<file path="src/simt_settings.svh">
`ifndef SIMT_SETTINGS_SVH
`define SIMT_SETTINGS_SVH

// Warp geometry
`define SIMT_LANES 4

// Last register of each lane reads back the lane index
`define SIMT_REGS 8

// Datapath widths
`define SIMT_DATA_WIDTH 16
`define SIMT_ADDR_WIDTH 8

// Fields sit in bits 15 to 0 of the instruction word
`define SIMT_INSTR_WIDTH 16

`endif
</file>
<file path="src/design/simt_pkg.sv">
`include "simt_settings.svh"

package simt_pkg;

    typedef logic [`SIMT_DATA_WIDTH-1:0] data_t;
    typedef logic [`SIMT_ADDR_WIDTH-1:0] addr_t;
    typedef logic [`SIMT_INSTR_WIDTH-1:0] instr_t;

    // Register index as carried in the rd, rs1 and rs2 fields
    typedef logic [2:0] reg_addr_t;

    // One bit, data word or address per lane
    typedef logic [`SIMT_LANES-1:0] lane_mask_t;
    typedef data_t [`SIMT_LANES-1:0] lane_data_t;
    typedef addr_t [`SIMT_LANES-1:0] lane_addr_t;

    typedef enum logic [3:0] {
        NOP     = 4'h0,
        ADD     = 4'h1,
        SUB     = 4'h2,
        MUL     = 4'h3,
        AND     = 4'h4,
        SLT     = 4'h5,
        ADDI    = 4'h6,
        STORE   = 4'h7,
        SETMASK = 4'h8,
        JMP     = 4'h9,
        HALT    = 4'hf
    } opcode_e;

    typedef enum logic [2:0] {
        IDLE,
        FETCH,
        DECODE,
        EXECUTE,
        WAIT,
        UPDATE,
        DONE
    } warp_state_e;

endpackage

</file>
<file path="src/design/decode_if.sv">
interface decode_if
    import simt_pkg::*;
();

    opcode_e   opcode;
    reg_addr_t rd;
    reg_addr_t rs1;
    reg_addr_t rs2;

    // Already sign-extended to the lane width
    data_t     imm;

    // High for the ALU opcodes that write rd
    logic      reg_write;

    modport driver (
        output opcode, rd, rs1, rs2, imm, reg_write
    );

    modport reader (
        input opcode, rd, rs1, rs2, imm, reg_write
    );

endinterface

</file>
<file path="src/design/fetch_decode.sv">
module fetch_decode
    import simt_pkg::*;
(
    input  logic     clk,
    input  logic     reset,
    input  logic     fetch_req_i,
    input  addr_t    pc_i,
    output logic     imem_valid_o,
    output addr_t    imem_addr_o,
    input  logic     imem_ready_i,
    input  instr_t   imem_data_i,
    output logic     fetch_done_o,
    decode_if.driver dec
);

    instr_t ir_q;

    // Request stays up for all of FETCH, pc does not move meanwhile
    assign imem_valid_o = fetch_req_i;
    assign imem_addr_o  = pc_i;
    assign fetch_done_o = fetch_req_i && imem_ready_i;

    // Cleared word decodes as NOP
    always_ff @(posedge clk) begin
        if (reset) begin
            ir_q <= '0;
        end else if (fetch_done_o) begin
            ir_q <= imem_data_i;
        end
    end

    always_comb begin
        case (ir_q[15:12])
            ADD, SUB, MUL, AND, SLT, ADDI, STORE, SETMASK, JMP, HALT: begin
                dec.opcode = opcode_e'(ir_q[15:12]);
            end
            default: begin
                dec.opcode = NOP;
            end
        endcase
    end

    assign dec.rd  = ir_q[11:9];
    assign dec.rs1 = ir_q[8:6];
    assign dec.rs2 = ir_q[5:3];

    // Immediate shares bits with rs2
    assign dec.imm = {{($bits(data_t) - 6){ir_q[5]}}, ir_q[5:0]};

    assign dec.reg_write = (dec.opcode == ADD) || (dec.opcode == SUB) ||
                           (dec.opcode == MUL) || (dec.opcode == AND) ||
                           (dec.opcode == SLT) || (dec.opcode == ADDI);

endmodule

</file>
<file path="src/design/lane_execute.sv">
`include "simt_settings.svh"

module lane_execute
    import simt_pkg::*;
(
    input  logic       clk,
    input  logic       reset,
    decode_if.reader   dec,
    input  logic       exec_en_i,
    input  logic       pc_load_i,
    input  lane_data_t rs1_data_i,
    input  lane_data_t rs2_data_i,
    output lane_data_t result_o,
    output lane_mask_t mask_o
);

    lane_mask_t mask_q;

    // Same ALU in every lane, results wrap at the data width
    always_comb begin
        for (int l = 0; l < `SIMT_LANES; l++) begin
            case (dec.opcode)
                ADD:         result_o[l] = rs1_data_i[l] + rs2_data_i[l];
                SUB:         result_o[l] = rs1_data_i[l] - rs2_data_i[l];
                MUL:         result_o[l] = rs1_data_i[l] * rs2_data_i[l];
                AND:         result_o[l] = rs1_data_i[l] & rs2_data_i[l];
                SLT: begin
                    result_o[l] = ($signed(rs1_data_i[l]) < $signed(rs2_data_i[l])) ?
                                  data_t'(1) : data_t'(0);
                end
                // Store address comes out of the same adder
                ADDI, STORE: result_o[l] = rs1_data_i[l] + dec.imm;
                default:     result_o[l] = '0;
            endcase
        end
    end

    // A new launch starts with every lane enabled
    always_ff @(posedge clk) begin
        if (reset || pc_load_i) begin
            mask_q <= '1;
        end else if (exec_en_i && dec.opcode == SETMASK) begin
            // Gather bit 0 of rs1 from all lanes, active or not
            for (int l = 0; l < `SIMT_LANES; l++) begin
                mask_q[l] <= rs1_data_i[l][0];
            end
        end
    end

    assign mask_o = mask_q;

endmodule

</file>
<file path="src/design/pc_counter.sv">
module pc_counter
    import simt_pkg::*;
(
    input  logic     clk,
    input  logic     reset,
    input  addr_t    start_pc_i,
    input  logic     pc_load_i,
    input  logic     pc_update_i,
    decode_if.reader dec,
    output addr_t    pc_o
);

    addr_t pc_q;

    always_ff @(posedge clk) begin
        if (reset) begin
            pc_q <= '0;
        end else if (pc_load_i) begin
            pc_q <= start_pc_i;
        end else if (pc_update_i) begin
            // Relative jump wraps in the instruction address space
            if (dec.opcode == JMP) begin
                pc_q <= pc_q + addr_t'(dec.imm);
            end else begin
                pc_q <= pc_q + addr_t'(1);
            end
        end
    end

    assign pc_o = pc_q;

endmodule

</file>
<file path="src/design/simt_core.sv">
module simt_core
    import simt_pkg::*;
(
    input  logic       clk,
    input  logic       reset,
    input  logic       start_i,
    input  addr_t      start_pc_i,
    output logic       done_o,
    output logic       imem_valid_o,
    output addr_t      imem_addr_o,
    input  logic       imem_ready_i,
    input  instr_t     imem_data_i,
    output lane_mask_t dmem_wvalid_o,
    output lane_addr_t dmem_waddr_o,
    output lane_data_t dmem_wdata_o,
    input  lane_mask_t dmem_wready_i
);

    logic       fetch_req;
    logic       fetch_done;
    logic       exec_en;
    logic       store_go;
    logic       store_busy;
    logic       pc_load;
    logic       pc_update;
    addr_t      pc;
    lane_mask_t mask;
    lane_data_t rs1_data;
    lane_data_t rs2_data;
    lane_data_t rd_data;
    lane_data_t result;

    decode_if dec ();

    warp_controller u_ctrl (
        .clk          (clk),
        .reset        (reset),
        .start_i      (start_i),
        .done_o       (done_o),
        .fetch_done_i (fetch_done),
        .store_busy_i (store_busy),
        .dec          (dec.reader),
        .fetch_req_o  (fetch_req),
        .exec_en_o    (exec_en),
        .store_go_o   (store_go),
        .pc_load_o    (pc_load),
        .pc_update_o  (pc_update)
    );

    pc_counter u_pc (
        .clk         (clk),
        .reset       (reset),
        .start_pc_i  (start_pc_i),
        .pc_load_i   (pc_load),
        .pc_update_i (pc_update),
        .dec         (dec.reader),
        .pc_o        (pc)
    );

    fetch_decode u_fetch (
        .clk          (clk),
        .reset        (reset),
        .fetch_req_i  (fetch_req),
        .pc_i         (pc),
        .imem_valid_o (imem_valid_o),
        .imem_addr_o  (imem_addr_o),
        .imem_ready_i (imem_ready_i),
        .imem_data_i  (imem_data_i),
        .fetch_done_o (fetch_done),
        .dec          (dec.driver)
    );

    vector_reg_file u_regs (
        .clk        (clk),
        .reset      (reset),
        .dec        (dec.reader),
        .exec_en_i  (exec_en),
        .mask_i     (mask),
        .wdata_i    (result),
        .rs1_data_o (rs1_data),
        .rs2_data_o (rs2_data),
        .rd_data_o  (rd_data)
    );

    lane_execute u_exec (
        .clk        (clk),
        .reset      (reset),
        .dec        (dec.reader),
        .exec_en_i  (exec_en),
        .pc_load_i  (pc_load),
        .rs1_data_i (rs1_data),
        .rs2_data_i (rs2_data),
        .result_o   (result),
        .mask_o     (mask)
    );

    // Store address is the ALU sum, store data is register rd
    store_unit u_store (
        .clk           (clk),
        .reset         (reset),
        .store_go_i    (store_go),
        .mask_i        (mask),
        .addr_i        (result),
        .data_i        (rd_data),
        .store_busy_o  (store_busy),
        .dmem_wvalid_o (dmem_wvalid_o),
        .dmem_waddr_o  (dmem_waddr_o),
        .dmem_wdata_o  (dmem_wdata_o),
        .dmem_wready_i (dmem_wready_i)
    );

endmodule

</file>
<file path="src/design/store_unit.sv">
`include "simt_settings.svh"

module store_unit
    import simt_pkg::*;
(
    input  logic       clk,
    input  logic       reset,
    input  logic       store_go_i,
    input  lane_mask_t mask_i,
    input  lane_data_t addr_i,
    input  lane_data_t data_i,
    output logic       store_busy_o,
    output lane_mask_t dmem_wvalid_o,
    output lane_addr_t dmem_waddr_o,
    output lane_data_t dmem_wdata_o,
    input  lane_mask_t dmem_wready_i
);

    lane_mask_t pending_q;
    lane_addr_t addr_q;
    lane_data_t data_q;

    // Each lane retires on its own ready
    always_ff @(posedge clk) begin
        if (reset) begin
            pending_q <= '0;
        end else if (store_go_i) begin
            pending_q <= mask_i;
        end else begin
            pending_q <= pending_q & ~dmem_wready_i;
        end
    end

    always_ff @(posedge clk) begin
        for (int l = 0; l < `SIMT_LANES; l++) begin
            if (store_go_i && mask_i[l]) begin
                // Low bits of the lane result form the address
                addr_q[l] <= addr_t'(addr_i[l]);
                data_q[l] <= data_i[l];
            end
        end
    end

    assign dmem_wvalid_o = pending_q;
    assign dmem_waddr_o  = addr_q;
    assign dmem_wdata_o  = data_q;
    assign store_busy_o  = |pending_q;

endmodule

</file>
<file path="src/design/vector_reg_file.sv">
`include "simt_settings.svh"

module vector_reg_file
    import simt_pkg::*;
(
    input  logic       clk,
    input  logic       reset,
    decode_if.reader   dec,
    input  logic       exec_en_i,
    input  lane_mask_t mask_i,
    input  lane_data_t wdata_i,
    output lane_data_t rs1_data_o,
    output lane_data_t rs2_data_o,
    output lane_data_t rd_data_o
);

    // Top register is the lane index, so it needs no storage
    localparam int LANE_REG = `SIMT_REGS - 1;

    data_t regs_q [`SIMT_LANES][LANE_REG];

    function automatic data_t read_port(input int lane, input reg_addr_t addr);
        if (addr == reg_addr_t'(LANE_REG)) begin
            return data_t'(lane);
        end
        return regs_q[lane][addr];
    endfunction

    always_ff @(posedge clk) begin
        if (reset) begin
            for (int l = 0; l < `SIMT_LANES; l++) begin
                for (int r = 0; r < LANE_REG; r++) begin
                    regs_q[l][r] <= '0;
                end
            end
        end else if (exec_en_i && dec.reg_write && dec.rd != reg_addr_t'(LANE_REG)) begin
            // Inactive lanes keep their old value
            for (int l = 0; l < `SIMT_LANES; l++) begin
                if (mask_i[l]) begin
                    regs_q[l][dec.rd] <= wdata_i[l];
                end
            end
        end
    end

    always_comb begin
        for (int l = 0; l < `SIMT_LANES; l++) begin
            rs1_data_o[l] = read_port(l, dec.rs1);
            rs2_data_o[l] = read_port(l, dec.rs2);
            rd_data_o[l]  = read_port(l, dec.rd);
        end
    end

endmodule

</file>
<file path="src/design/warp_controller.sv">
module warp_controller
    import simt_pkg::*;
(
    input  logic     clk,
    input  logic     reset,
    input  logic     start_i,
    output logic     done_o,
    input  logic     fetch_done_i,
    input  logic     store_busy_i,
    decode_if.reader dec,
    output logic     fetch_req_o,
    output logic     exec_en_o,
    output logic     store_go_o,
    output logic     pc_load_o,
    output logic     pc_update_o
);

    warp_state_e state_q;
    warp_state_e state_d;

    always_comb begin
        state_d = state_q;
        case (state_q)
            IDLE, DONE: begin
                if (start_i) begin
                    state_d = FETCH;
                end
            end
            FETCH: begin
                if (fetch_done_i) begin
                    state_d = DECODE;
                end
            end
            DECODE: begin
                state_d = EXECUTE;
            end
            EXECUTE: begin
                // Only stores have to wait for the memory side
                state_d = (dec.opcode == STORE) ? WAIT : UPDATE;
            end
            WAIT: begin
                if (!store_busy_i) begin
                    state_d = UPDATE;
                end
            end
            UPDATE: begin
                state_d = (dec.opcode == HALT) ? DONE : FETCH;
            end
            default: begin
                state_d = IDLE;
            end
        endcase
    end

    always_ff @(posedge clk) begin
        if (reset) begin
            state_q <= IDLE;
        end else begin
            state_q <= state_d;
        end
    end

    // Strobes decoded straight from the state
    assign pc_load_o   = start_i && (state_q == IDLE || state_q == DONE);
    assign fetch_req_o = (state_q == FETCH);
    assign exec_en_o   = (state_q == EXECUTE);
    assign store_go_o  = (state_q == EXECUTE) && (dec.opcode == STORE);
    assign pc_update_o = (state_q == UPDATE);
    assign done_o      = (state_q == DONE);

endmodule

</file>
<file path="config.mk">
export PLATFORM = sky130hd
export DESIGN_NAME = simt_core
export DESIGN_NICKNAME = d
export VERILOG_FILES = /design/src/design/simt_pkg.sv /design/src/design/decode_if.sv /design/src/design/fetch_decode.sv /design/src/design/lane_execute.sv /design/src/design/pc_counter.sv /design/src/design/simt_core.sv /design/src/design/store_unit.sv /design/src/design/vector_reg_file.sv /design/src/design/warp_controller.sv
export VERILOG_INCLUDE_DIRS = /design/src
export SDC_FILE = /design/constraint.sdc
export NUM_CORES = 2
export LEC_CHECK = 0
export BUFFER_PORTS_ARGS = -buffer_cell sky130_fd_sc_hd__buf_2
export CORE_MARGIN = 2
export CORE_UTILIZATION = 61
export DETAILED_ROUTE_END_ITERATION = 16
export GPL_TIMING_DRIVEN = 0
export PLACE_DENSITY_LB_ADDON = 0.08
export SLEW_MARGIN = 0
export SYNTH_ARGS = -nofsm -noshare
export SYNTH_HDL_FRONTEND = slang
export SYNTH_HIERARCHICAL = 1
export SYNTH_SLANG_ARGS = --single-unit
</file>
<file path="constraint.sdc">
create_clock -name clk -period 14.3 [get_ports clk]
set_clock_uncertainty 0.2 [all_clocks]
set_input_delay 0.715 -clock clk [delete_from_list [all_inputs] [get_ports clk]]
set_output_delay 0.715 -clock clk [all_outputs]
set_load 0.02 [all_outputs]
</file>
=== Yosys cells after proc, flatten, opt, wreduce, memory -nomap -nowiden ===
Memories as Yosys holds them, arrays and structs flattened.
Cells that the tools add are included.

* Bits in registers: 131
* Bits in writable memories: 448
* Input port bits: 32
* Output and inout port bits: 110
* Logic and storage cells: 1105
* Memories: 1

{| class="wikitable"
|+ Memories
! memory !! depth !! bits a word !! rd ports !! clocked after memory_dff !! wr ports !! RTL line !! RTL
|-
| u_regs.regs_q || 4 || 112 || 4 || 0 || 4 || vector_reg_file.sv:20 || <nowiki>data_t regs_q [`SIMT_LANES][LANE_REG];</nowiki>
|}

* $add $sub $neg: 14
* Multipliers: 4
* Order comparisons: 8
* Equal/unequal tests: 33
* Mux-type cells: 550
* Bitwise operators: 457
* Reduce and logical (&&, ||, !) cells: 25

{| class="wikitable"
|+ Operators with widths
! kind !! count
|-
| 16-bit 2-to-1 mux || 49
|-
| 16-bit binary-select mux with 3-bit select || 12
|-
| 1-bit 2-to-1 mux || 470
|-
| 112-bit 2-to-1 mux || 4
|-
| 1-bit bitwise OR || 448
|-
| 16-bit one-hot mux with 6 select lines || 4
|-
| 16-bit adder || 8
|-
| 16-bit AND || 4
|-
| 16-bit < comparator || 4
|-
| 16-bit by 16-bit multiplier with 16-bit output || 4
|-
| 16-bit subtractor || 4
|-
| 16-bit demux with 3-bit select || 1
|-
| 4-bit by 3-bit == test with 1-bit output (second input constant) || 8
|-
| 4-bit == test (second input constant) || 6
|-
| 8-bit 2-to-1 mux || 3
|-
| 3-bit == test (second input constant) || 6
|-
| 3-bit one-hot mux with 6 select lines || 1
|-
| 4-bit by 2-bit == test with 1-bit output (second input constant) || 4
|-
| 4-bit >= comparator (second input constant) || 3
|-
| 3-bit 2-to-1 mux || 4
|-
| 3-bit inverter with 4-bit output || 3
|-
| 1-bit logical AND || 11
|-
| 10-bit OR reduction || 1
|-
| 8-bit by 1-bit adder with 8-bit output (second input constant) || 1
|-
| other kinds (16) || 28
|}

=== Logic depth before layout (Yosys ltp) ===
* Depth after elaboration: 15
* Gate-level depth with buffers: 32
* Mapped depth without buffers: 27

=== Hierarchy ===
Netlist, hierarchy kept.

{| class="wikitable"
|+ By module, submodules not included
! module !! instances !! cells an instance !! area each (µm²)
|-
| vector_reg_file || 1 || 2481 || 26928.3
|-
| lane_execute || 1 || 2985 || 23495.0
|-
| store_unit || 1 || 117 || 3055.4
|-
| fetch_decode || 1 || 120 || 1073.5
|-
| pc_counter || 1 || 94 || 735.7
|-
| warp_controller || 1 || 36 || 291.5
|}

=== Least setup slack after synthesis ===
No wires, ideal clock.

* Path kind: register to register
* Start: register u_fetch.ir_q[5]
* End: memory u_regs/regs_q[0][14] in the netlist's numbering, data pin
* Library setup time: 0.266 ns
* Arrival time: 6.814 ns
* Data required time: 13.834 ns
* Setup slack: 7.020 ns
* Stages on the path, launching flop included: 26
* Cells stage by stage: dfxtp_1 -> buf_4 -> clkbuf_1 -> clkbuf_1 -> clkbuf_1 -> a21oi_1 -> clkbuf_1 -> and2_1 -> fa_1 -> inv_1 -> fa_1 -> fa_1 -> fa_1 -> inv_1 -> fa_1 -> inv_1 -> fa_1 -> inv_1 -> ha_1 -> and4_1 -> a2111oi_2 -> a21oi_1 -> xor2_1 -> a221o_1 -> nand2_1 -> nor2_1

{| class="wikitable"
|+ RTL lines
! what !! RTL line !! RTL
|-
| from (decl) || fetch_decode.sv:16 || <nowiki>instr_t ir_q;</nowiki>
|-
| from (signal assigned) || fetch_decode.sv:28 || <nowiki>ir_q <= imem_data_i;</nowiki>
|-
| to (decl) || vector_reg_file.sv:20 ||
|}

==> results.sh <==
export IMPL_status="finished, violations left"
export IMPL_violations="max-capacitance violations, max-slew violations"
export IMPL_endpoint_kind="flop"
export IMPL_io_pins=142
export IMPL_synth_cells=5833
export IMPL_cts_max_path_buffers=3
export IMPL_setup_violations_final=0
export IMPL_gp_congestion=1.10
export IMPL_synth_most_common_cell="inv_1"
export IMPL_synth_top_area_share_pct=18.2
export IMPL_wl_per_cell_um=32.6
export IMPL_worstPathMaxFanout=10
export IMPL_ys_seq_area_share_pct=26.9
export IMPL_hold_buffers=0
export IMPL_nNetsFinal=6815
export IMPL_clkTransAtPathRegs_ps=80
export IMPL_startpoint="u_fetch/ir_q[8]"
export IMPL_r2r_end="u_regs/regs_q[1][47]"
export IMPL_num_fill_cells=7411
export IMPL_finalHoldViolCount=0
export IMPL_cts_resized_gates=0
export IMPL_grtUsageTotal_pct=50.2
export IMPL_hold_end="u_fetch/ir_q[7]"
export IMPL_yosysUniqueCellTypes=93
export IMPL_worst_pin_slew_ps=1600
export IMPL_fin_setup_tns_ps=0
export IMPL_synth_area_top_cells="edfxtp_1, fa_1, ha_1"
export IMPL_cap_violations=3
export IMPL_ys_ff_latch=579
export IMPL_start_util_pct=61.7
export IMPL_maxSlewHeadroom_pct=-6.70
export IMPL_io_buffers=140
export IMPL_cts_setup_buffers=0
export IMPL_cp_arrival_ps=10730
export IMPL_synth_net_count=6585
export IMPL_numCtsBuffers=61
export IMPL_grt_pass1_vias=49040
export IMPL_synthTopCellsByCount="inv_1, nand2_1, ha_1, nor2_1"
export IMPL_grt_setup_unrepaired="no"
export IMPL_vdd_drop_max_mv=0.208
export IMPL_fin_crit_ps=10550
export IMPL_hpwl_um=174000
export IMPL_ys_flop_type="edfxtp_1"
export IMPL_ant_nets=0
export IMPL_finalPower_mw=6.44
export IMPL_synth_edff_count=336
export IMPL_path_class="reg2reg"
export IMPL_powerDensity_mw_per_mm2=107
export IMPL_timing_final_max_slew_violations=30
export IMPL_cts_htree_levels=2
export IMPL_drc=0
export IMPL_avgSynthCellArea_um2=9.53
export IMPL_drive_gt1_share_pct=13.7
export IMPL_worstPathRequired_ps=14480
export IMPL_rr_startpoint="u_fetch/ir_q[8]"
export IMPL_wl_um=238000
export IMPL_core_area_mm2=0.0901
export IMPL_fp_dieW_um=306
export IMPL_grt_overflow=0
export IMPL_grt_pass1_wl_um=338000
export IMPL_initialDrtViolationCount=8817
export IMPL_cts_root_buffer="clkbuf_16"
export IMPL_hp_start="imem_data_i[7]"
export IMPL_syn2layout_area_growth_pct=8.39
export IMPL_die_y_um=306
export IMPL_antenna_found_initial=33
export IMPL_worstSetupStartpointType="flop"
export IMPL_yosysWarnings=6
export IMPL_viasPerCell=7.07
export IMPL_num_vias=51662
export IMPL_cts_sinks=579
export IMPL_fmax_ghz=0.0948
export IMPL_worstHoldPathType="in2reg"
export IMPL_power_leakage_nw=24.0
export IMPL_netlist_area_mm2=0.0556
export IMPL_rows=110
export IMPL_hold_path_depth=3
export IMPL_clk_latency_ps=740
export IMPL_min_period_over_period_pct=73.8
export IMPL_first_pass_iters=11
export IMPL_tritoncts="built"
export IMPL_reg2reg_slack_ps=3750
export IMPL_die_area_mm2=0.0935
export IMPL_async_reset_ff_share_pct=0
export IMPL_yosys_area_top_type="edfxtp_1"
export IMPL_grt_max_degree=25
export IMPL_reg2reg_depth=24
-- sequential cells by signal (all words and copies together), names as in the netlist --
signal / flops
u_regs/regs_q: 448
u_store/dmem_wdata_o: 64
u_store/dmem_waddr_o: 32
u_fetch/ir_q: 16
u_pc/pc_o: 8
u_exec/mask_o: 4
u_store/dmem_wvalid_o: 4
u_ctrl/state_q: 3
-- worst max path at each step --
stage | endpoint | slack [ps]
finish | u_regs/regs_q[1][47] | 3750
global route | u_regs/regs_q[1][63] | 3780
CTS | u_regs/regs_q[0][28] | 4310
detailed placement | u_regs/regs_q[0][44] | 4330
global placement | u_regs/regs_q[3][14] | 3930
floorplan | u_regs/regs_q[0][14] | 7020
-- per-layer routing --
layer  part of all wire [%]  GRT usage [%]  routed length [µm]
met1                     34           60.8               80600
met4                     10           40.9               24500
met5                   0.14          0.827                 322
met3                     16           22.2               38600
met2                     40           68.9               94000
-- critical path: stages, from the launching register on --
cell and delay (ps):
dfxtp_1 310, buf_4 220, clkbuf_1 370, clkbuf_1 450, clkbuf_1 620, a21oi_1 1290, clkbuf_1 540, clkinv_1 500
nor2_1 280, fa_1 470, fa_1 450, ha_1 220, fa_1 480, inv_1 60, fa_1 500, fa_1 490
inv_1 40, ha_1 210, o41ai_1 680, o221ai_1 300, a31oi_1 500, xnor2_1 270, a22oi_1 200, o211ai_1 200
and2_1 340
-- cells in the final DEF, fill, tap and decap left out, types with 17 or more instances in the layout --
cell,Yosys,layout
mux4_2,136,136
a222oi_1,24,24
mux2i_1,180,180
o21ai_1,11,29
o2bb2ai_1,72,72
buf_6,19,26
a21oi_1,336,318
and2_1,226,226
edfxtp_1,336,336
o21a_1,26,26
nand3_1,207,207
nand2_1,419,419
xnor2_1,165,165
buf_2,104,244
nand2b_1,110,110
buf_4,63,78
nor3_1,37,36
a22oi_1,150,150
clkbuf_1,217,229
a221oi_1,26,26
o221ai_1,49,48
mux2_2,163,163
ha_1,391,391
a21o_1,32,32
nor2_1,352,352
xor2_1,83,83
inv_1,583,582
and3_1,24,24
o21ai_0,331,312
clkbuf_16,0,61
a2bb2oi_1,40,40
dfxtp_1,243,243
fa_1,329,329
a21oi_2,10,28
nor2b_1,30,30
o22ai_1,17,17
-- cell families after synthesis --
kind of cell / count (synthesis) / synth area share (%)
and+or+nand+nor: 1496 / 13.2
buffers and inverters: 1005 / 7.70
muxes: 480 / 12.1
xor gates and xnor gates: 248 / 3.91
AOI/OAI and AO/OA: 1305 / 15.5
DFF: 579 / 26.9
adders and majority gates: 720 / 20.7
-- metrics by stage --
step                      hold WS, ps  worst slack, ps  instances  util, %  instance area, µm²
after CTS                        66.3             4310       7285     66.7               60100
after floorplan                   258             7020       5833        -               55600
after global routing             83.6             3780       7291     66.8               60200
after detailed placement          287             4330       7170     64.3               58000
final                            65.9             3750       7304     66.8               60200
after global placement            275             3930       7149     64.1               57800
-- layout make-up --
| cell class | instances | area [µm²] | area share [%] |
|---|---|---|---|
| inverters | 589 | 2210 | 3.67 |
| well taps | 1176 | 1470 | 2.44 |
| clock buffers | 73 | 1570 | 2.61 |
| clock inverters | 42 | 515 | 0.856 |
| repair buffers | 167 | 966 | 1.60 |
| diodes | 13 | 32.5 | 0.0540 |
| flip-flops and latches | 579 | 15000 | 24.8 |
| plain buffers | 416 | 2070 | 3.44 |
| multi-input cells | 4249 | 36400 | 60.5 |
-- power by group --
part / switching [mW] / internal (mW) / total, mW
clock: 0.748 / 0.953 / 1.70
sequential: 0.0249 / 1.79 / 1.81
combinational: 1.86 / 1.07 / 2.93
Note: power is estimated with default switching activity, not from simulation.
